===== config.mk =====
export PLATFORM = sky130hd
export DESIGN_NAME = register_file
export DESIGN_NICKNAME = d
export VERILOG_FILES = /design/src/hw/core_pkg.sv /design/src/hw/register_file.sv
export SDC_FILE = /design/constraint.sdc
export NUM_CORES = 2
export LEC_CHECK = 0
export ABC_AREA = 1
export BUFFER_PORTS_ARGS = -buffer_cell sky130_fd_sc_hd__buf_2
export CAP_MARGIN = 20
export CORE_ASPECT_RATIO = 0.75
export CORE_MARGIN = 2
export CORE_UTILIZATION = 50
export CTS_BUF_LIST = sky130_fd_sc_hd__clkbuf_4 sky130_fd_sc_hd__clkbuf_8
export CTS_CLUSTER_DIAMETER = 30
export CTS_CLUSTER_SIZE = 28
export DETAILED_ROUTE_END_ITERATION = 10
export PLACE_DENSITY_LB_ADDON = 0.08
export SLEW_MARGIN = 30
export SYNTH_ARGS = -nofsm -noshare
export SYNTH_HDL_FRONTEND = slang
export SYNTH_SLANG_ARGS = --single-unit

===== constraint.sdc =====
create_clock -name clk -period 2.3 [get_ports clk]
set_clock_uncertainty 0.2 [all_clocks]
set_input_delay 0.115 -clock clk [delete_from_list [all_inputs] [get_ports clk]]
set_output_delay 0.115 -clock clk [all_outputs]
set_load 0.05 [all_outputs]

===== src/hw/core_pkg.sv =====
package core_pkg;

    // Datapath and index widths
    localparam int XLEN = 32;
    localparam int REG_ADDR_W = 5;
    localparam int ROB_TAG_W = 4;

    // Only integer register and immediate ops are executed
    localparam logic [6:0] OPCODE_OP = 7'b0110011;
    localparam logic [6:0] OPCODE_OP_IMM = 7'b0010011;

    typedef logic [ROB_TAG_W-1:0] rob_tag_t;

    // R format view of an instruction word
    typedef struct packed {
        logic [6:0] funct7;
        logic [4:0] rs2;
        logic [4:0] rs1;
        logic [2:0] funct3;
        logic [4:0] rd;
        logic [6:0] opcode;
    } inst_r_t;

    // I format view
    typedef struct packed {
        logic [11:0] imm;
        logic [4:0] rs1;
        logic [2:0] funct3;
        logic [4:0] rd;
        logic [6:0] opcode;
    } inst_i_t;

    typedef union packed {
        inst_r_t r;
        inst_i_t i;
    } inst_u;

    typedef enum logic [3:0] {
        ALU_ADD,
        ALU_SUB,
        ALU_AND,
        ALU_OR,
        ALU_XOR,
        ALU_SLT,
        ALU_SLTU,
        ALU_SLL,
        ALU_SRL,
        ALU_SRA
    } alu_op_e;

    // Operation handed to an execution unit
    typedef struct packed {
        rob_tag_t tag;
        alu_op_e op;
        logic [XLEN-1:0] a;
        logic [XLEN-1:0] b;
    } issue_t;

    typedef struct packed {
        logic valid;
        rob_tag_t tag;
        logic [XLEN-1:0] value;
    } complete_t;

    typedef struct packed {
        logic [REG_ADDR_W-1:0] rd;
        logic [XLEN-1:0] value;
    } commit_t;

    // hit means an older buffer entry will write this register
    typedef struct packed {
        logic hit;
        logic done;
        logic [XLEN-1:0] value;
    } operand_lookup_t;

endpackage

===== src/hw/register_file.sv =====
`timescale 1ns/10ps

module register_file (
    input logic clk,
    input logic reset,
    input logic [core_pkg::REG_ADDR_W-1:0] rs1,
    input logic [core_pkg::REG_ADDR_W-1:0] rs2,
    output logic [core_pkg::XLEN-1:0] rs1_data,
    output logic [core_pkg::XLEN-1:0] rs2_data,
    input logic write_en,
    input logic [core_pkg::REG_ADDR_W-1:0] write_rd,
    input logic [core_pkg::XLEN-1:0] write_data
);

    logic [core_pkg::XLEN-1:0] regs [32];

    always_ff @(posedge clk) begin
        if (reset) begin
            for (int i = 0; i < 32; i++) begin
                regs[i] <= '0;
            end
        end else if (write_en && write_rd != '0) begin
            regs[write_rd] <= write_data;
        end
    end

    // x0 is hardwired
    assign rs1_data = (rs1 == '0) ? '0 : regs[rs1];
    assign rs2_data = (rs2 == '0) ? '0 : regs[rs2];

endmodule


==> flow_summary.json <==
{
  "cap_violations": 0,
  "grt_pass1_wl_um": 332100,
  "final-hold-violation-count": 0,
  "cts-root-buf": "clkbuf_8",
  "hp-class": "primary input to flip-flop",
  "vias": 55547,
  "gp_congestion": 0.9377,
  "drc_errors": 0,
  "avgRoutedWirePerCell_um": 25.08,
  "worst_slack_ps": -486.0,
  "startpoint_type": "flip-flop",
  "syn_to_final_growth_pct": 24.42,
  "synth_top_area_frac": 0.5440,
  "leakagePower_nw": 29.24,
  "yosys_warnings": 0,
  "first_pass_iters": 9,
  "vdd_drop_max_uv": 633.7,
  "clock_sinks": 1024,
  "drt-met1-wl_um": 85920,
  "io_pins": 114,
  "postSynthCellCount": 7252,
  "ys_types": 19,
  "highest_layer": "met5",
  "top_regs": "regs (1024)",
  "run_status": "complete, but fails checks",
  "ys_seq_elements": 1024,
  "met2_length_um": 99350,
  "grt_antenna_before_repair": 7,
  "grt_max_degree": 73,
  "die_y_um": 295.2,
  "maxSlewHeadroom": 0.5472,
  "place_hpwl_um": 141200,
  "synth_area_leaders": "edfxtp_1, nand2_1, nor2_1, nand3_1, o21ai_0",
  "cp_max_fo": 2,
  "start_util": 0.5056,
  "violations": "negative setup slack",
  "grt_use_total": 0.3898,
  "final_common_cell": "nand2_1",
  "largest_reg_flops": 1024,
  "finalPower_mw": 53.12,
  "p_per_area_nw_per_um2": 755.4,
  "crit_slowest_cell": "edfxtp_1",
  "fp.dieArea_um2": 115800,
  "largest_register": "regs",
  "synth_top_cell_by_area": "edfxtp_1",
  "ant_nets": 0,
  "cts_tree": "done",
  "cpPeakStageDelay_ps": 320,
  "fin_setup_tns_ps": -21250,
  "die_w_um": 392.2,
  "slew_violations": 0,
  "rsz0062_at_grt": "true",
  "synth_edf_count": 1024,
  "worstMarginPinSlew_ps": 679.3,
  "seq_area_frac_synth": 0.5440,
  "io_buffers": 113,
  "wl_met3_um": 32640,
  "required_ps": 1990,
  "cts.path.max_buffers": 3,
  "core_um2": 111800,
  "grt_pass1_vias": 51826,
  "layout.nets": 7533,
  "path_clk_slew_ps": 70,
  "synth_area_um2": 56530,
  "synth_ff_type": "edfxtp_1",
  "rows": 106,
  "fin_crit_sh": 1.211,
  "crit_type": "flip-flop to output pin",
  "avgSynthCellArea_um2": 7.794,
  "drtIter0Drc": 8808,
  "worstPathCellList": "inv_1 -> o21ai_0 -> nand2_1 -> a21oi_1 -> nor2_1 -> buf_4 -> nand2_1 -> nand2_1 -> nor2_4 -> buf_12",
  "layout_common_cells": "nand2_1, nor2_1, edfxtp_1",
  "crit_path_end_kind": "output pin",
  "cp_common_cell": "nand2_1",
  "arrival_ps": 2470,
  "grt_overflow": 0,
  "htreeDepth": 4,
  "async_reset_ff_frac": 0,
  "setup_viol": 64,
  "via_per_inst": 6.055,
  "cts_buffers": 202,
  "period_minus_slack_ps": 2786,
  "fmax_mhz": 358.9,
  "drive_gt1_frac": 0.1847,
  "routed_wl_um": 230100
}
[per-stage QoR]
step                cell area (um2)  worst slack [ps]  hold WS [ps]  std cells  utilization
floorplan                     56700             7.731         154.0       7283            -
global placement              62650            -147.7         505.4       8741       0.5603
global route                  70320            -574.3         42.30       9172       0.6290
finish                        70330            -486.0         26.55       9174       0.6290
CTS                           69450            -501.6         36.84       9161       0.6211
detailed placement            62650            -128.4         517.0       8741       0.5603
[power by group]
part           internal, mW  switching [mW]
registers              21.6           0.556
clock network          12.9            9.54
logic                  2.82            5.76
[timing repair]
item	CTS	global route
buffers inserted	2	14
pin swaps	213	188
hold buffers	47	1
endpoints found under the setup margin	64	170
cloned	0	3
hold endpoints to repair	1844	91
resized for setup	471	226
[layer usage]
metal,vias up,GRT usage
met3,756,0.09469
met4,6,0.2104
met1,26079,0.5292
li1,24309,-
met2,4397,0.5774
met5,-,0
[kinds of logic after synthesis]
family                 Yosys count  synth area share
other                            1        0.00006634
DFF                           1024            0.5440
buffers and inverters          783           0.05857
and+or+nand+nor               4862            0.3449
AOI/OAI and AO/OA              582           0.05250
[final cells by class]
cell class | count | area, um2
diodes | 3 | 7.507
clock buffers | 217 | 2899
clock inverters | 163 | 1941
fillers | 9590 | 41480
inverters | 156 | 630.6
multi-input cells | 5476 | 24630
flip-flops and latches | 1024 | 30750
well taps | 1512 | 1892
repair buffers | 623 | 7575
[final timing paths]
path,from,to,slack (ps),depth (start not counted)
max,regs[4][15],rs2_data[15],-490,10
min,write_rd[3],regs[30][12],30,8
[synth_stat cells (5+ instances only)]
library cell,count
nand2_1,2082
nor2_1,1787
edfxtp_1,1024
nand3_1,984
o21ai_0,396
clkbuf_1,299
buf_2,264
inv_1,151
a21oi_1,123
buf_1,56
o21ai_1,41
o211ai_1,22
nor3_1,8
buf_4,5
[critical path, delay by kind of cell (launching register included)]
family	cells	cell delay, ps
AND/OR/NAND/NOR	5	550
buffers and inverters	3	330
flip-flops	1	320
AO/OA/AOI/OAI	2	270
(Power assumes the default switching activity.)
