File: config.mk
export PLATFORM = sky130hd
export DESIGN_NAME = mul_pipeline
export DESIGN_NICKNAME = d
export VERILOG_FILES = /design/src/hw/core_pkg.sv /design/src/hw/mul_pipeline.sv
export SDC_FILE = /design/constraint.sdc
export NUM_CORES = 1
export LEC_CHECK = 0
export BUFFER_PORTS_ARGS = -buffer_cell sky130_fd_sc_hd__buf_2
export CAP_MARGIN = 5
export CORE_MARGIN = 5
export CORE_UTILIZATION = 64
export DETAILED_ROUTE_END_ITERATION = 6
export PLACE_DENSITY = 0.83
export SLEW_MARGIN = 40
export SYNTH_ARGS = -nofsm -noshare
export SYNTH_HDL_FRONTEND = slang
export SYNTH_SLANG_ARGS = --single-unit
export TNS_END_PERCENT = 30
File: constraint.sdc
create_clock -name clk -period 10.9 [get_ports clk]
set_input_delay 2.18 -clock clk [delete_from_list [all_inputs] [get_ports clk]]
set_output_delay 2.18 -clock clk [all_outputs]
set_load 0.005 [all_outputs]
File: src/hw/core_pkg.sv
package core_pkg;

    // Datapath and index widths
    localparam int XLEN = 32;
    localparam int REG_ADDR_W = 5;
    localparam int ROB_TAG_W = 4;

    // Only integer register and immediate ops are executed
    localparam logic [6:0] OPCODE_OP = 7'b0110011;
    localparam logic [6:0] OPCODE_OP_IMM = 7'b0010011;

    typedef logic [ROB_TAG_W-1:0] rob_tag_t;

    // R format view of an instruction word
    typedef struct packed {
        logic [6:0] funct7;
        logic [4:0] rs2;
        logic [4:0] rs1;
        logic [2:0] funct3;
        logic [4:0] rd;
        logic [6:0] opcode;
    } inst_r_t;

    // I format view
    typedef struct packed {
        logic [11:0] imm;
        logic [4:0] rs1;
        logic [2:0] funct3;
        logic [4:0] rd;
        logic [6:0] opcode;
    } inst_i_t;

    typedef union packed {
        inst_r_t r;
        inst_i_t i;
    } inst_u;

    typedef enum logic [3:0] {
        ALU_ADD,
        ALU_SUB,
        ALU_AND,
        ALU_OR,
        ALU_XOR,
        ALU_SLT,
        ALU_SLTU,
        ALU_SLL,
        ALU_SRL,
        ALU_SRA
    } alu_op_e;

    // Operation handed to an execution unit
    typedef struct packed {
        rob_tag_t tag;
        alu_op_e op;
        logic [XLEN-1:0] a;
        logic [XLEN-1:0] b;
    } issue_t;

    typedef struct packed {
        logic valid;
        rob_tag_t tag;
        logic [XLEN-1:0] value;
    } complete_t;

    typedef struct packed {
        logic [REG_ADDR_W-1:0] rd;
        logic [XLEN-1:0] value;
    } commit_t;

    // hit means an older buffer entry will write this register
    typedef struct packed {
        logic hit;
        logic done;
        logic [XLEN-1:0] value;
    } operand_lookup_t;

endpackage
File: src/hw/mul_pipeline.sv
`timescale 1ns/10ps

module mul_pipeline #(
    parameter int MUL_STAGES = 5
) (
    input logic clk,
    input logic reset,
    input logic issue_valid,
    input core_pkg::issue_t issue,
    output core_pkg::complete_t complete
);

    logic [core_pkg::XLEN-1:0] product;
    logic [MUL_STAGES-1:0] stage_valid;
    core_pkg::rob_tag_t stage_tag [MUL_STAGES];
    logic [core_pkg::XLEN-1:0] stage_value [MUL_STAGES];

    // Low word only, so signedness of the operands does not matter
    assign product = issue.a * issue.b;

    always_ff @(posedge clk) begin
        if (reset) begin
            stage_valid <= '0;
        end else begin
            stage_valid[0] <= issue_valid;
            for (int s = 1; s < MUL_STAGES; s++) begin
                stage_valid[s] <= stage_valid[s-1];
            end
        end
    end

    // Payload shifts every cycle, one item per stage
    always_ff @(posedge clk) begin
        stage_tag[0] <= issue.tag;
        stage_value[0] <= product;
        for (int s = 1; s < MUL_STAGES; s++) begin
            stage_tag[s] <= stage_tag[s-1];
            stage_value[s] <= stage_value[s-1];
        end
    end

    assign complete = '{
        valid: stage_valid[MUL_STAGES-1],
        tag: stage_tag[MUL_STAGES-1],
        value: stage_value[MUL_STAGES-1]
    };

endmodule

==> metrics <==
layout cells sized above 1 7.51%; Slew @ Worst Pin 0.736 ns; Fin. Hold Viols 0; Max-slew headroom 51.0%; fraction of registers with async set/reset 0%; vias per cell 5.54; Worst-path clk slew 0.07 ns; Die H 186 um; Layout fillers 2258; clock root cell clkbuf_16; vias in the first global route 14800; first-pass GRT wire length 73.6 mm; Synth Area per Inst 10.2 um2; #FFs+latches synth 185; Area Overhead vs Synth 5.32%; R2R Setup Slk 10.39 ns; initial core utilization 64.8%; largest net degree at the start of global routing 33; Synth top area share 41.2%; final-report max-slew violation count 0; critical path data required time 11.24 ns; utilization after layout 68.3%; Synth area leader fa_1; Unique masters post-synth 47; CTS resizes 0; core footprint 30600 um2; Primary FF master, synth dfxtp_1; Worst R2R Path Depth 1; Syn Nets 2556; global placer's final weighted congestion 0.921; crit path max fanout 30; Iteration-0 DRC Markers 834; final net count 2564; port bufs 107; CTS tree built; setup_tns 0 ns; RSZ-0062 raised after global routing false; clk_lat worst skew 0.45 ns; most frequent cells in the layout fa_1, and2_1, inv_1, dfxtp_1, nand2_1; hold endpoint stage_value[0][94]; Bufs on Longest Clock Path 2; Vias 13100; die area 34600 um2; Synth Cell Area 19800 um2; worst hold start stage_value[0][62]; DR pass1 iterations 5; CP startpoint kind input pin; critical path class in2reg; total track usage 27.5%; Max Cap Viol 0; setup violators final 0; Fmax 109 MHz; number of enable flip-flop cells after synthesis 0; ranking of synthesized cells by area fa_1, dfxtp_1, and2_1; Die Width 186 um; HPWL after DPL 33.6 mm; Clock Sinks 185; CTS H-Tree Depth 4; FF-to-FF End stage_valid[4]; DRT Wirelength 43.7 mm; min-delay worst type reg2reg; Post-Syn Instances 1950; critical path capture point type register; n_diodes 0; total grt overflow 0; final clock skew 0.00772 ns; crit path time final 9.17 ns; Remaining DRCs 0; Ys Warns 0; Post-CTS Setup Bufs 0; wire per inst 18.5 um; r2r startpoint stage_valid[3]; status completed; Layout Cells excl Fill 2367; cell count after placement 2335; Final ANT Viol Nets 0; sequential area share after synthesis 18.7%; initial antenna violation count 0; # IOs 112; Final period util 84.1%; CTS buffer count 17; CTS Hold Bufs 0; commonest non-fill, non-tap cell in the layout fa_1; Critical Path AT 9.50 ns; row count 64; hold depth 0
[through the flow]
step	cell area (um2)	hold WS, ns	setup slack [ns]
finish	20900	0.325	1.73
floorplan	19800	0.310	2.47
detailed placement	20300	0.312	1.33
CTS	20900	0.327	1.82
global placement	20300	0.310	1.54
global route	20900	0.331	1.55
[worst max-delay path, cell delays in order]
cell and delay [ns]:
buf_2 0.51, and2_1 0.25, fa_1 0.39, inv_1 0.09, fa_1 0.43, fa_1 0.49, fa_1 0.56, inv_1 0.07
fa_1 0.52, inv_1 0.06, fa_1 0.54, inv_1 0.05, fa_1 0.49, fa_1 0.42, ha_1 0.36, nand2_1 0.12
nor3_2 0.40, a221oi_1 0.16, o21ai_1 0.35, a211oi_1 0.18, nor3_1 0.49, a31oi_1 0.20, xnor2_1 0.16
[metal layers]
layer | vias to the layer above | wire [um] | global-route usage (%) | part of all wire [%]
met1 | 6639 | 16600 | 34.7 | 38
met5 | - | 0 | 0 | 0
met4 | 0 | 2620 | 14.7 | 6.0
li1 | 5679 | - | - | -
met3 | 179 | 3220 | 4.89 | 7.4
met2 | 614 | 21300 | 45.6 | 49
[flip-flops by register name (all words and copies together) (netlist names)]
register	flops
stage_value	160
stage_tag	20
stage_valid	5
[worst max-delay path by stage]
stage / startpoint / endpoint / slack [ns] / cells after the start
floorplan: issue[3] / stage_value[0][30] / 2.47 / 23
global placement: issue[5] / stage_value[0][31] / 1.54 / 23
detailed placement: issue[2] / stage_value[0][31] / 1.33 / 23
CTS: issue[2] / stage_value[0][31] / 1.82 / 23
global route: issue[2] / stage_value[0][31] / 1.55 / 23
finish: issue[2] / stage_value[0][31] / 1.73 / 23
[synth_stat cells (2+ instances only)]
library cell,instances
nor2_1,16
ha_1,123
nand2_1,174
o21ai_0,14
a21o_1,6
a31oi_1,2
nor2b_1,8
inv_1,362
a221oi_1,2
fa_1,408
xor2_1,17
and3_1,3
o21a_1,5
nand3_1,7
clkbuf_2,2
o211ai_1,3
o21ai_1,4
a211oi_2,2
and2_1,368
buf_4,37
a211oi_1,6
dfxtp_1,185
or3_1,2
clkbuf_1,78
o21bai_1,5
xnor2_1,64
a21oi_1,21
nor3_1,7
[cells by family (layout without fill, tap and decap cells)]
logic type | after synthesis | count (layout) | share of synthesized area [%]
AO/OA/AOI/OAI | 79 | 79 | 2.66
XOR/XNOR | 81 | 81 | 3.58
flip-flops | 185 | 185 | 18.7
adder cells (fa/ha/maj) | 531 | 531 | 48.9
AND/OR/NAND/NOR | 593 | 593 | 16.3
buffers and inverters | 480 | 501 | 9.80
multiplexers | 1 | 1 | 0.0568
[area by class of cell]
cell class | count | area [um2] | area share, %
repair buffers | 107 | 536 | 2.56
flip-flops and latches | 185 | 3700 | 17.7
inverters | 362 | 1360 | 6.50
multi-input cells | 1285 | 14200 | 67.9
well taps | 396 | 495 | 2.37
clock buffers | 17 | 425 | 2.04
clock inverters | 15 | 184 | 0.880
Power is left out: the tool's default activity adds up to more than one toggle a clock period on the data nets, which glitch-free logic cannot reach.
