==> src/hw/core_pkg.sv <==
package core_pkg;

    // Datapath and index widths
    localparam int XLEN = 32;
    localparam int REG_ADDR_W = 5;
    localparam int ROB_TAG_W = 4;

    // Only integer register and immediate ops are executed
    localparam logic [6:0] OPCODE_OP = 7'b0110011;
    localparam logic [6:0] OPCODE_OP_IMM = 7'b0010011;

    typedef logic [ROB_TAG_W-1:0] rob_tag_t;

    // R format view of an instruction word
    typedef struct packed {
        logic [6:0] funct7;
        logic [4:0] rs2;
        logic [4:0] rs1;
        logic [2:0] funct3;
        logic [4:0] rd;
        logic [6:0] opcode;
    } inst_r_t;

    // I format view
    typedef struct packed {
        logic [11:0] imm;
        logic [4:0] rs1;
        logic [2:0] funct3;
        logic [4:0] rd;
        logic [6:0] opcode;
    } inst_i_t;

    typedef union packed {
        inst_r_t r;
        inst_i_t i;
    } inst_u;

    typedef enum logic [3:0] {
        ALU_ADD,
        ALU_SUB,
        ALU_AND,
        ALU_OR,
        ALU_XOR,
        ALU_SLT,
        ALU_SLTU,
        ALU_SLL,
        ALU_SRL,
        ALU_SRA
    } alu_op_e;

    // Operation handed to an execution unit
    typedef struct packed {
        rob_tag_t tag;
        alu_op_e op;
        logic [XLEN-1:0] a;
        logic [XLEN-1:0] b;
    } issue_t;

    typedef struct packed {
        logic valid;
        rob_tag_t tag;
        logic [XLEN-1:0] value;
    } complete_t;

    typedef struct packed {
        logic [REG_ADDR_W-1:0] rd;
        logic [XLEN-1:0] value;
    } commit_t;

    // hit means an older buffer entry will write this register
    typedef struct packed {
        logic hit;
        logic done;
        logic [XLEN-1:0] value;
    } operand_lookup_t;

endpackage
==> src/hw/alu_unit.sv <==
`timescale 1ns/10ps

module alu_unit (
    input logic clk,
    input logic reset,
    input logic issue_valid,
    input core_pkg::issue_t issue,
    output core_pkg::complete_t complete
);

    logic [core_pkg::XLEN-1:0] result;
    logic [4:0] shamt;

    assign shamt = issue.b[4:0];

    always_comb begin
        case (issue.op)
            core_pkg::ALU_ADD: result = issue.a + issue.b;
            core_pkg::ALU_SUB: result = issue.a - issue.b;
            core_pkg::ALU_AND: result = issue.a & issue.b;
            core_pkg::ALU_OR: result = issue.a | issue.b;
            core_pkg::ALU_XOR: result = issue.a ^ issue.b;
            core_pkg::ALU_SLT: begin
                result = {{(core_pkg::XLEN-1){1'b0}}, $signed(issue.a) < $signed(issue.b)};
            end
            core_pkg::ALU_SLTU: begin
                result = {{(core_pkg::XLEN-1){1'b0}}, issue.a < issue.b};
            end
            core_pkg::ALU_SLL: result = issue.a << shamt;
            core_pkg::ALU_SRL: result = issue.a >> shamt;
            core_pkg::ALU_SRA: result = $unsigned($signed(issue.a) >>> shamt);
            default: result = '0;
        endcase
    end

    // Single result register towards the reorder buffer
    always_ff @(posedge clk) begin
        if (reset) begin
            complete.valid <= 1'b0;
        end else begin
            complete.valid <= issue_valid;
        end
        complete.tag <= issue.tag;
        complete.value <= result;
    end

endmodule

==> config.mk <==
export PLATFORM = sky130hd
export DESIGN_NAME = alu_unit
export DESIGN_NICKNAME = d
export VERILOG_FILES = /design/src/hw/core_pkg.sv /design/src/hw/alu_unit.sv
export SDC_FILE = /design/constraint.sdc
export NUM_CORES = 1
export LEC_CHECK = 0
export BUFFER_PORTS_ARGS = -buffer_cell sky130_fd_sc_hd__buf_2
export CAP_MARGIN = 20
export CORE_MARGIN = 2
export CORE_UTILIZATION = 40
export CTS_BUF_LIST = sky130_fd_sc_hd__clkbuf_4 sky130_fd_sc_hd__clkbuf_8
export DETAILED_ROUTE_END_ITERATION = 7
export HOLD_SLACK_MARGIN = 0.12
export PLACE_DENSITY_LB_ADDON = 0.1
export SETUP_SLACK_MARGIN = 0.05
export SLEW_MARGIN = 0
export SYNTH_ARGS = -nofsm -noshare
export SYNTH_HDL_FRONTEND = slang
export SYNTH_SLANG_ARGS = --single-unit
export TNS_END_PERCENT = 5
==> constraint.sdc <==
create_clock -name clk -period 3.3 [get_ports clk]
set_clock_uncertainty 0.05 [all_clocks]
set_input_delay 0 -clock clk [delete_from_list [all_inputs] [get_ports clk]]
set_output_delay 0 -clock clk [all_outputs]
set_load 0.05 [all_outputs]
==> summary.md <==
| Metric | Value |
|---|---|
| Crit path max fanout | 8 |
| Final Worst Setup Slack | ~230 ps |
| Clk sinks | 37 |
| Largest net degree at the start of global routing | a little under 80 |
| Mapped Cells | between 1000 and 1500 |
| Width of the die | around 160 um |
| Max Slew Vio Count | 0 |
| Antenna-violating nets left | 0 |
| Yosys warns | 0 |
| Placed insts | about 1600 |
| Non-filler cells, final | around 1600 |
| Vias per std cell | approximately 6.5 |
| Vias in the first global route | 9690 |
| Filler cell count | 2397 |
| 1st-pass router iterations | 6 |
| Max reg flops | 37 |
| Commonest non-fill, non-tap cell in the layout | nor2_1 |
| # setup viols final | 0 |
| Footprint of the multi-input gates | 7660 um2 |
| Sequential cell area | ~740 um2 |
| Worst-margin pin slew | about 950 ps |
| Kind of critical path | in -> reg |
| I/O pin total | 112 |
| Ys flop type | dfxtp_1 |
| Top-area cell type share of the netlist area | between 10% and 20% |
| Status | complete, no violations |
| FP Rows | 55 |
| Clock buffer depth | 2 |
| Max rail drop VDD | ~0.18 mV |
| Worst min-delay path category | in -> reg |
| CP startpoint kind | primary input |
| Final min period | slightly above 3000 ps |
| Final worst-path cycle share | ~93% |
| Final hold viol count | 0 |
| Drt wl/cell | roughly 27 um |
| Top area cells in the synthesized netlist | mux4_2 13%, ha_1 13%, dfxtp_1 8.0%, a21oi_1 5.9%, nor2_1 5.8% |
| PortBufs | 111 |
| Req. time, crit path | ~3400 ps |
| TritonCTS Buffers | 5 |
| Leak Pwr | roughly 0.0047 uW |
| Number of remaining DRC errors | 0 |
| Synth cell types | 77 |
| Area Overhead vs Synth | 14.1% |
| Core area | 22600 um2 |
| Initial core utilization | 40.7% |
| Syn nets | about 1400 |
| Synthesized flop and latch total | 37 |
| Critical Path End Type | register |
| Largest Register | complete |
| Initial antenna violation count | 2 |
| Die Ht | 156 um |
| Share of flip-flops with an asynchronous set or reset | 0% |
| # resized after CTS | 0 |
| PnR Total Power | 2870 uW |
| Cell Pwr Density | between 200 and 300 nW/um2 |
| First-pass GRT wire length | around 63000 um |
| Cell accounting for the most synthesized area | mux4_2 |
| GRT Total Usage | 35.3% |
| Register area share after synthesis | under 10% |
| Final net count | 1531 |
| Die area | about 24000 um2 |
| Share of layout cells above drive strength 1 | between 20% and 30% |
| Syn Area/Cell | between 7 and 8 um2 |
| RD Place Congestion | 1.04 |
| Setup TNS | 0 ps |
| Hold slack | ~160 ps |
| DRT iter0 DRCs | roughly 1300 |
| Vias after detailed routing | roughly 11000 |
| Root Buffer | clkbuf_8 |
| Final wirelength | 43600 um |
| Cell area after synthesis | around 9200 um2 |
| Max_cap viols | 0 |
| Setup WS pre-CTS | 160 ps |
| CTS tree | built |
| Biggest regs | complete x37 |
| Rel. slew slack | a little over a third |
| Commonest cells after routing, fill and taps aside | 143 x nor2_1, 110 x buf_2, 108 x a21oi_1 |
| DP Wirelength | about 34000 um |
| FMAX | around 0.33 GHz |
| Worst Path Arrival | approximately 3200 ps |
| GRT overflow | 0 |
| Clock slew at reported path FFs | ~90 ps |
| H-tree Lvls | 2 |
| RSZ-0062 raised after global routing | no |
| Post-synth EDFFs | 0 |
[metrics by stage]
step	area (um2)	util, %
6_report	10500	46.4
5_1_grt	10500	46.4
4_1_cts	10500	46.4
3_5_place_dp	10300	45.5
3_3_place_gp	10300	45.5
2_1_floorplan	9200	-
[timing repair]
action                                 4_1_cts  5_1_grt
endpoints found under the hold margin        6        0
hold buffers                                 7        0
buffers inserted                             0        0
[Yosys cell counts (all sizes together), types with 37 or more instances]
cell / count
a21oi: 108
buf: 37
clkbuf: 57
dfxtp: 37
ha: 97
inv: 104
mux2i: 41
mux4: 54
nand2: 79
nor2: 145
nor3: 37
o21ai: 111
[worst paths after layout]
kind	from	endpoint	slack (ps)	cells past startpoint
worst min-delay path	issue[31]	complete[0]$_DFF_P_	160	4
worst max-delay path	issue[5]	complete[16]$_DFF_P_	230	13
[report_power, final]
part | switching [uW] | internal, uW
registers | 19.0 | 500
logic | 1230 | 660
clock network | 204 | 255
total | 1450 | 1420
[per-layer routing]
layer | part of all wire, % | vias to the layer above | global-route usage [%]
li1 | - | 4844 | -
met2 | 41 | 676 | 50.9
met4 | 5.7 | 0 | 16.5
met5 | 0 | - | 0
met3 | 11 | 95 | 7.00
met1 | 42 | 5046 | 50.2
[critical path: stages]
cell and delay [ps]:
dlygate4sd3_1 530, buf_2 110, inv_1 50, ha_1 400, or2_2 330, a21oi_1 380, o31ai_1 190, a31oi_2 390
nor2_1 100, a2111o_1 400, o2111ai_1 100, xor2_1 150, o21ai_0 80
[final cells by class]
type	instances	share of cell area (%)
inverter	104	3.72
sequential	37	7.05
clock inverter	1	0.286
timing repair buffer	194	11.7
antenna	2	0.0477
multi-input combinational	1015	73.0
clock buffer	7	0.858
tap	285	3.40
[logic make-up after synthesis]
family / share of synthesized area [%]
simple gates: 17.9
compound gates: 30.9
flops: 8.05
mux: 18.3
fa+ha+maj: 13.6
buf+inv: 8.82
xor+xnor: 2.38
Note: power is estimated with default switching activity, not from simulation.
