==> src/hw/core_pkg.sv <==
package core_pkg;

    // Datapath and index widths
    localparam int XLEN = 32;
    localparam int REG_ADDR_W = 5;
    localparam int ROB_TAG_W = 4;

    // Only integer register and immediate ops are executed
    localparam logic [6:0] OPCODE_OP = 7'b0110011;
    localparam logic [6:0] OPCODE_OP_IMM = 7'b0010011;

    typedef logic [ROB_TAG_W-1:0] rob_tag_t;

    // R format view of an instruction word
    typedef struct packed {
        logic [6:0] funct7;
        logic [4:0] rs2;
        logic [4:0] rs1;
        logic [2:0] funct3;
        logic [4:0] rd;
        logic [6:0] opcode;
    } inst_r_t;

    // I format view
    typedef struct packed {
        logic [11:0] imm;
        logic [4:0] rs1;
        logic [2:0] funct3;
        logic [4:0] rd;
        logic [6:0] opcode;
    } inst_i_t;

    typedef union packed {
        inst_r_t r;
        inst_i_t i;
    } inst_u;

    typedef enum logic [3:0] {
        ALU_ADD,
        ALU_SUB,
        ALU_AND,
        ALU_OR,
        ALU_XOR,
        ALU_SLT,
        ALU_SLTU,
        ALU_SLL,
        ALU_SRL,
        ALU_SRA
    } alu_op_e;

    // Operation handed to an execution unit
    typedef struct packed {
        rob_tag_t tag;
        alu_op_e op;
        logic [XLEN-1:0] a;
        logic [XLEN-1:0] b;
    } issue_t;

    typedef struct packed {
        logic valid;
        rob_tag_t tag;
        logic [XLEN-1:0] value;
    } complete_t;

    typedef struct packed {
        logic [REG_ADDR_W-1:0] rd;
        logic [XLEN-1:0] value;
    } commit_t;

    // hit means an older buffer entry will write this register
    typedef struct packed {
        logic hit;
        logic done;
        logic [XLEN-1:0] value;
    } operand_lookup_t;

endpackage
==> src/hw/decode_issue.sv <==
`timescale 1ns/10ps

module decode_issue (
    input logic inst_valid,
    input core_pkg::inst_u inst_data,
    output logic inst_ready,
    output logic [core_pkg::REG_ADDR_W-1:0] rs1,
    output logic [core_pkg::REG_ADDR_W-1:0] rs2,
    input logic [core_pkg::XLEN-1:0] rf_rs1_data,
    input logic [core_pkg::XLEN-1:0] rf_rs2_data,
    input core_pkg::operand_lookup_t lookup_rs1,
    input core_pkg::operand_lookup_t lookup_rs2,
    input core_pkg::rob_tag_t alloc_tag,
    input logic rob_full,
    output logic alloc_valid,
    output logic [core_pkg::REG_ADDR_W-1:0] alloc_rd,
    output logic alu_issue_valid,
    output logic mul_issue_valid,
    output core_pkg::issue_t issue
);

    localparam logic [6:0] FUNCT7_MULDIV = 7'b0000001;

    logic is_op;
    logic is_op_imm;
    logic is_mul;
    logic supported;
    logic alt;
    logic is_shift;
    logic pending;
    logic stall;
    logic fire;
    core_pkg::alu_op_e alu_op;
    logic [core_pkg::XLEN-1:0] imm_ext;
    logic [core_pkg::XLEN-1:0] operand_a;
    logic [core_pkg::XLEN-1:0] src_b;
    logic [core_pkg::XLEN-1:0] raw_b;
    logic [core_pkg::XLEN-1:0] operand_b;

    assign is_op = inst_data.r.opcode == core_pkg::OPCODE_OP;
    assign is_op_imm = inst_data.i.opcode == core_pkg::OPCODE_OP_IMM;
    assign is_mul = is_op && inst_data.r.funct7 == FUNCT7_MULDIV && inst_data.r.funct3 == 3'b000;
    // Other M extension ops are dropped like foreign opcodes
    assign supported = is_op_imm || (is_op && (inst_data.r.funct7 != FUNCT7_MULDIV || is_mul));

    // SUB and SRA select bit sits at the same position in both views
    assign alt = inst_data.r.funct7[5];

    always_comb begin
        case (inst_data.r.funct3)
            3'b000: alu_op = (is_op && alt) ? core_pkg::ALU_SUB : core_pkg::ALU_ADD;
            3'b001: alu_op = core_pkg::ALU_SLL;
            3'b010: alu_op = core_pkg::ALU_SLT;
            3'b011: alu_op = core_pkg::ALU_SLTU;
            3'b100: alu_op = core_pkg::ALU_XOR;
            3'b101: alu_op = alt ? core_pkg::ALU_SRA : core_pkg::ALU_SRL;
            3'b110: alu_op = core_pkg::ALU_OR;
            default: alu_op = core_pkg::ALU_AND;
        endcase
    end

    assign is_shift = inst_data.r.funct3 == 3'b001 || inst_data.r.funct3 == 3'b101;

    // Immediate forms read no rs2, so it is parked on x0
    assign rs1 = inst_data.r.rs1;
    assign rs2 = is_op ? inst_data.r.rs2 : '0;

    assign operand_a = lookup_rs1.hit ? lookup_rs1.value : rf_rs1_data;
    assign src_b = lookup_rs2.hit ? lookup_rs2.value : rf_rs2_data;
    assign imm_ext = {{(core_pkg::XLEN-12){inst_data.i.imm[11]}}, inst_data.i.imm};
    assign raw_b = is_op_imm ? imm_ext : src_b;
    assign operand_b = is_shift ? {{(core_pkg::XLEN-5){1'b0}}, raw_b[4:0]} : raw_b;

    // Wait for producers still in flight
    assign pending = (lookup_rs1.hit && !lookup_rs1.done) || (lookup_rs2.hit && !lookup_rs2.done);
    assign stall = supported && (rob_full || pending);
    assign inst_ready = !stall;
    assign fire = inst_valid && supported && !stall;

    assign alloc_valid = fire;
    assign alloc_rd = inst_data.r.rd;
    assign alu_issue_valid = fire && !is_mul;
    assign mul_issue_valid = fire && is_mul;

    assign issue = '{tag: alloc_tag, op: alu_op, a: operand_a, b: operand_b};

endmodule

==> config.mk <==
export PLATFORM = sky130hd
export DESIGN_NAME = decode_issue
export DESIGN_NICKNAME = d
export VERILOG_FILES = /design/src/hw/core_pkg.sv /design/src/hw/decode_issue.sv
export SDC_FILE = /design/constraint.sdc
export NUM_CORES = 1
export LEC_CHECK = 0
export ABC_AREA = 1
export BUFFER_PORTS_ARGS = -buffer_cell sky130_fd_sc_hd__buf_4
export CORE_AREA = 4 4 98 100
export DETAILED_ROUTE_END_ITERATION = 8
export DIE_AREA = 0 0 102 104
export PLACE_DENSITY = 0.58
export SYNTH_ARGS = -nofsm -noshare
export SYNTH_HDL_FRONTEND = slang
export SYNTH_SLANG_ARGS = --single-unit
==> constraint.sdc <==
create_clock -name vclk -period 2.3
set_input_delay 0.115 -clock vclk [all_inputs]
set_output_delay 0.115 -clock vclk [all_outputs]
set_load 0.1 [all_outputs]
==> impl_metrics.py <==
metrics = {
    "finish": {
        "final_cell_count_no_fill": 587,
        "clockBufferCount": 0,
        "seq_cells": 0,
        "antenna_cells": 0,
        "num-nets-final": 651,
        "syn2layout_area_growth_pct": 106,
        "drive_gt1_share_pct": 61.4,
        "seq_area_um2": 0,
        "fin_area_um2": 3310,
    },
    "detailed_routing": {
        "drc": 0,
        "ant_nets": 0,
        "initialDrtViolationCount": 36,
        "vias_per_cell": 4.21,
        "vias": 2469,
        "dr.pass1.iters": 4,
        "wl_per_cell_um": 14.7,
        "wl_mm": 8.60,
    },
    "pwr": {
        "p_per_area_nw_per_um2": 394,
        "leakagePower_nw": 1.89,
        "peakVddDrop_mv": 0.216,
    },
    "sta": {
        "fmax_mhz": 608,
        "setup_viol": 0,
        "setup_ws_ns": 0.656,
        "post-route-min-period_ns": 1.64,
        "finalHoldViolations": 0,
        "slew_viol_final": 0,
        "min_period_over_period_pct": 71.5,
        "worst_slew_pin_slew_ns": 0.618,
        "max_slew_margin_pct": 58.6,
        "grt_setup_unrepaired": "false",
    },
    "grt": {
        "grt_max_degree": 60,
        "grt_pass1_vias": 2401,
        "grt_usage_pct": 14.3,
        "antenna_found_initial": 0,
        "grt_pass1_wl_mm": 12.4,
        "overflow": 0,
    },
    "synth": {
        "yosysSeqAreaShare_pct": 0,
        "syn_inst": 276,
        "synth_top_area_share_pct": 22.4,
        "synth.largest_area_cell": "mux2_2",
        "synth_cell_types": 23,
        "syn_nets": 446,
        "netlist_area_um2": 1610,
        "ys_warn_count": 0,
        "synthTopCellsByArea": "mux2_2 (22%), nand2_1 (15%), inv_1 (12%), a21oi_2 (11%), o21ai_0 (9.3%)",
        "syn_area_per_cell_um2": 5.82,
    },
    "floorplan": {
        "die_w_um": 102,
        "coreArea_um2": 8680,
        "dieHeight_um": 104,
        "start_util_pct": 18.5,
        "ioPinCount": 261,
        "rows": 34,
        "dieArea_um2": 10600,
    },
    "placement": {
        "dpl_cell_area_um2": 3310,
        "gp_congestion": 0.761,
        "place_inst": 587,
        "portBuffers": 233,
        "dp.final_hpwl_mm": 7.59,
        "pre_cts_ws_ns": 0.623,
    },
    "setup_path": {
        "cp_slowest_cell": "nand2_2",
        "end_kind": "output port",
        "crit_type": "input pin to output port",
        "crit_required_ns": 2.18,
        "cp_top_family": "simple AND/OR/NAND/NOR gates",
        "critPathLaunchType": "input pin",
        "crit_fanout": 21,
        "arrival_ns": 1.53,
        "crit_buf_inv": 4,
        "worst_path_largest_cell_delay_ns": 0.34,
        "cp_cell_sequence": "buf_4 > inv_1 > nand2_1 > nor2_2 > nand2_2 > inv_2 > nand2_2 > a21oi_2 > buf_4",
    },
    "clocking": {
        "post_cts_resized": 0,
        "ctsHoldBuffers": 0,
        "cts_setup_buffers": 0,
    },
    "status": {
        "status": "completed",
    },
    "run": {
        "drv_cap": 0,
    },
    "worst_hold_path": {
        "hp-class": "input pin to output port",
    },
}
## final timing paths
kind | from | to | depth (start not counted)
hold / removal | alloc_tag[0] | issue[68] | 0
setup / recovery | inst_data[2] | issue[12] | 9
## metrics by stage
| stage | setup TNS [ns] | hold WS [ns] | power (mW) | util (%) |
|---|---|---|---|---|
| after global placement | 0 | 0.231 | 1.30 | 38.1 |
| after CTS | 0 | 0.231 | 1.31 | 38.1 |
| final | 0 | 0.230 | 1.30 | 38.1 |
| after floorplan | -1.05 | 0.442 | 1.04 | - |
| after detailed placement | 0 | 0.231 | 1.31 | 38.1 |
| after global routing | 0 | 0.230 | 1.36 | 38.1 |
## area by class of cell
type / instances / area [µm²]
Tap cell: 108 / 135
Timing Repair Buffer: 235 / 1760
Fill cell: 955 / 5370
Multi-Input combinational cell: 193 / 1220
Inverter: 51 / 191
## logic make-up after synthesis
logic type                share of synthesized area [%]
xor gates and xnor gates                          0.545
and+or+nand+nor                                    22.3
buffers and inverters                              24.8
muxes                                              26.2
AOI/OAI and AO/OA                                  26.2
## cells in the final DEF (no fill, tap or decap)
cell type,count
a21oi_1,7
a21oi_2,20
buf_4,235
inv_1,50
inv_2,1
mux2_2,32
mux2i_1,6
nand2_1,64
nand2_2,2
nand3_1,4
nand3b_1,1
nor2_1,13
nor2_2,2
nor3b_2,1
nor4_2,1
o2111ai_1,1
o211ai_1,5
o21ai_0,29
o21ai_1,4
xor2_1,1
## layer usage
layer / global-route usage (%) / up-vias / wire length [µm]
li1: - / 1276 / -
met1: 14.8 / 1046 / 2920
met2: 28.7 / 139 / 4620
met3: 3.96 / 8 / 953
met4: 1.50 / 0 / 108
met5: 0 / - / 0
## power by group
part | total (mW) | leakage (nW) | internal (mW) | switching [mW]
clock network | 0 | 0 | 0 | 0
registers | 0 | 0 | 0 | 0
logic | 1.30 | 1.89 | 0.386 | 0.917
## Yosys cell counts
| cell | n |
|---|---|
| nor4_1 | 1 |
| o21ai_0 | 30 |
| xor2_1 | 1 |
| inv_1 | 50 |
| clkbuf_1 | 1 |
| buf_2 | 15 |
| nand3b_1 | 1 |
| a21oi_1 | 7 |
| o21ai_1 | 3 |
| inv_2 | 1 |
| o2111ai_1 | 1 |
| o211ai_1 | 5 |
| buf_6 | 2 |
| nand2_2 | 2 |
| nor2_2 | 1 |
| mux2_2 | 32 |
| nand3_1 | 4 |
| nand2_1 | 64 |
| nor3b_2 | 1 |
| nor2_1 | 14 |
| a21oi_2 | 20 |
| mux2i_1 | 6 |
| buf_4 | 14 |
(Power assumes the default switching activity.)
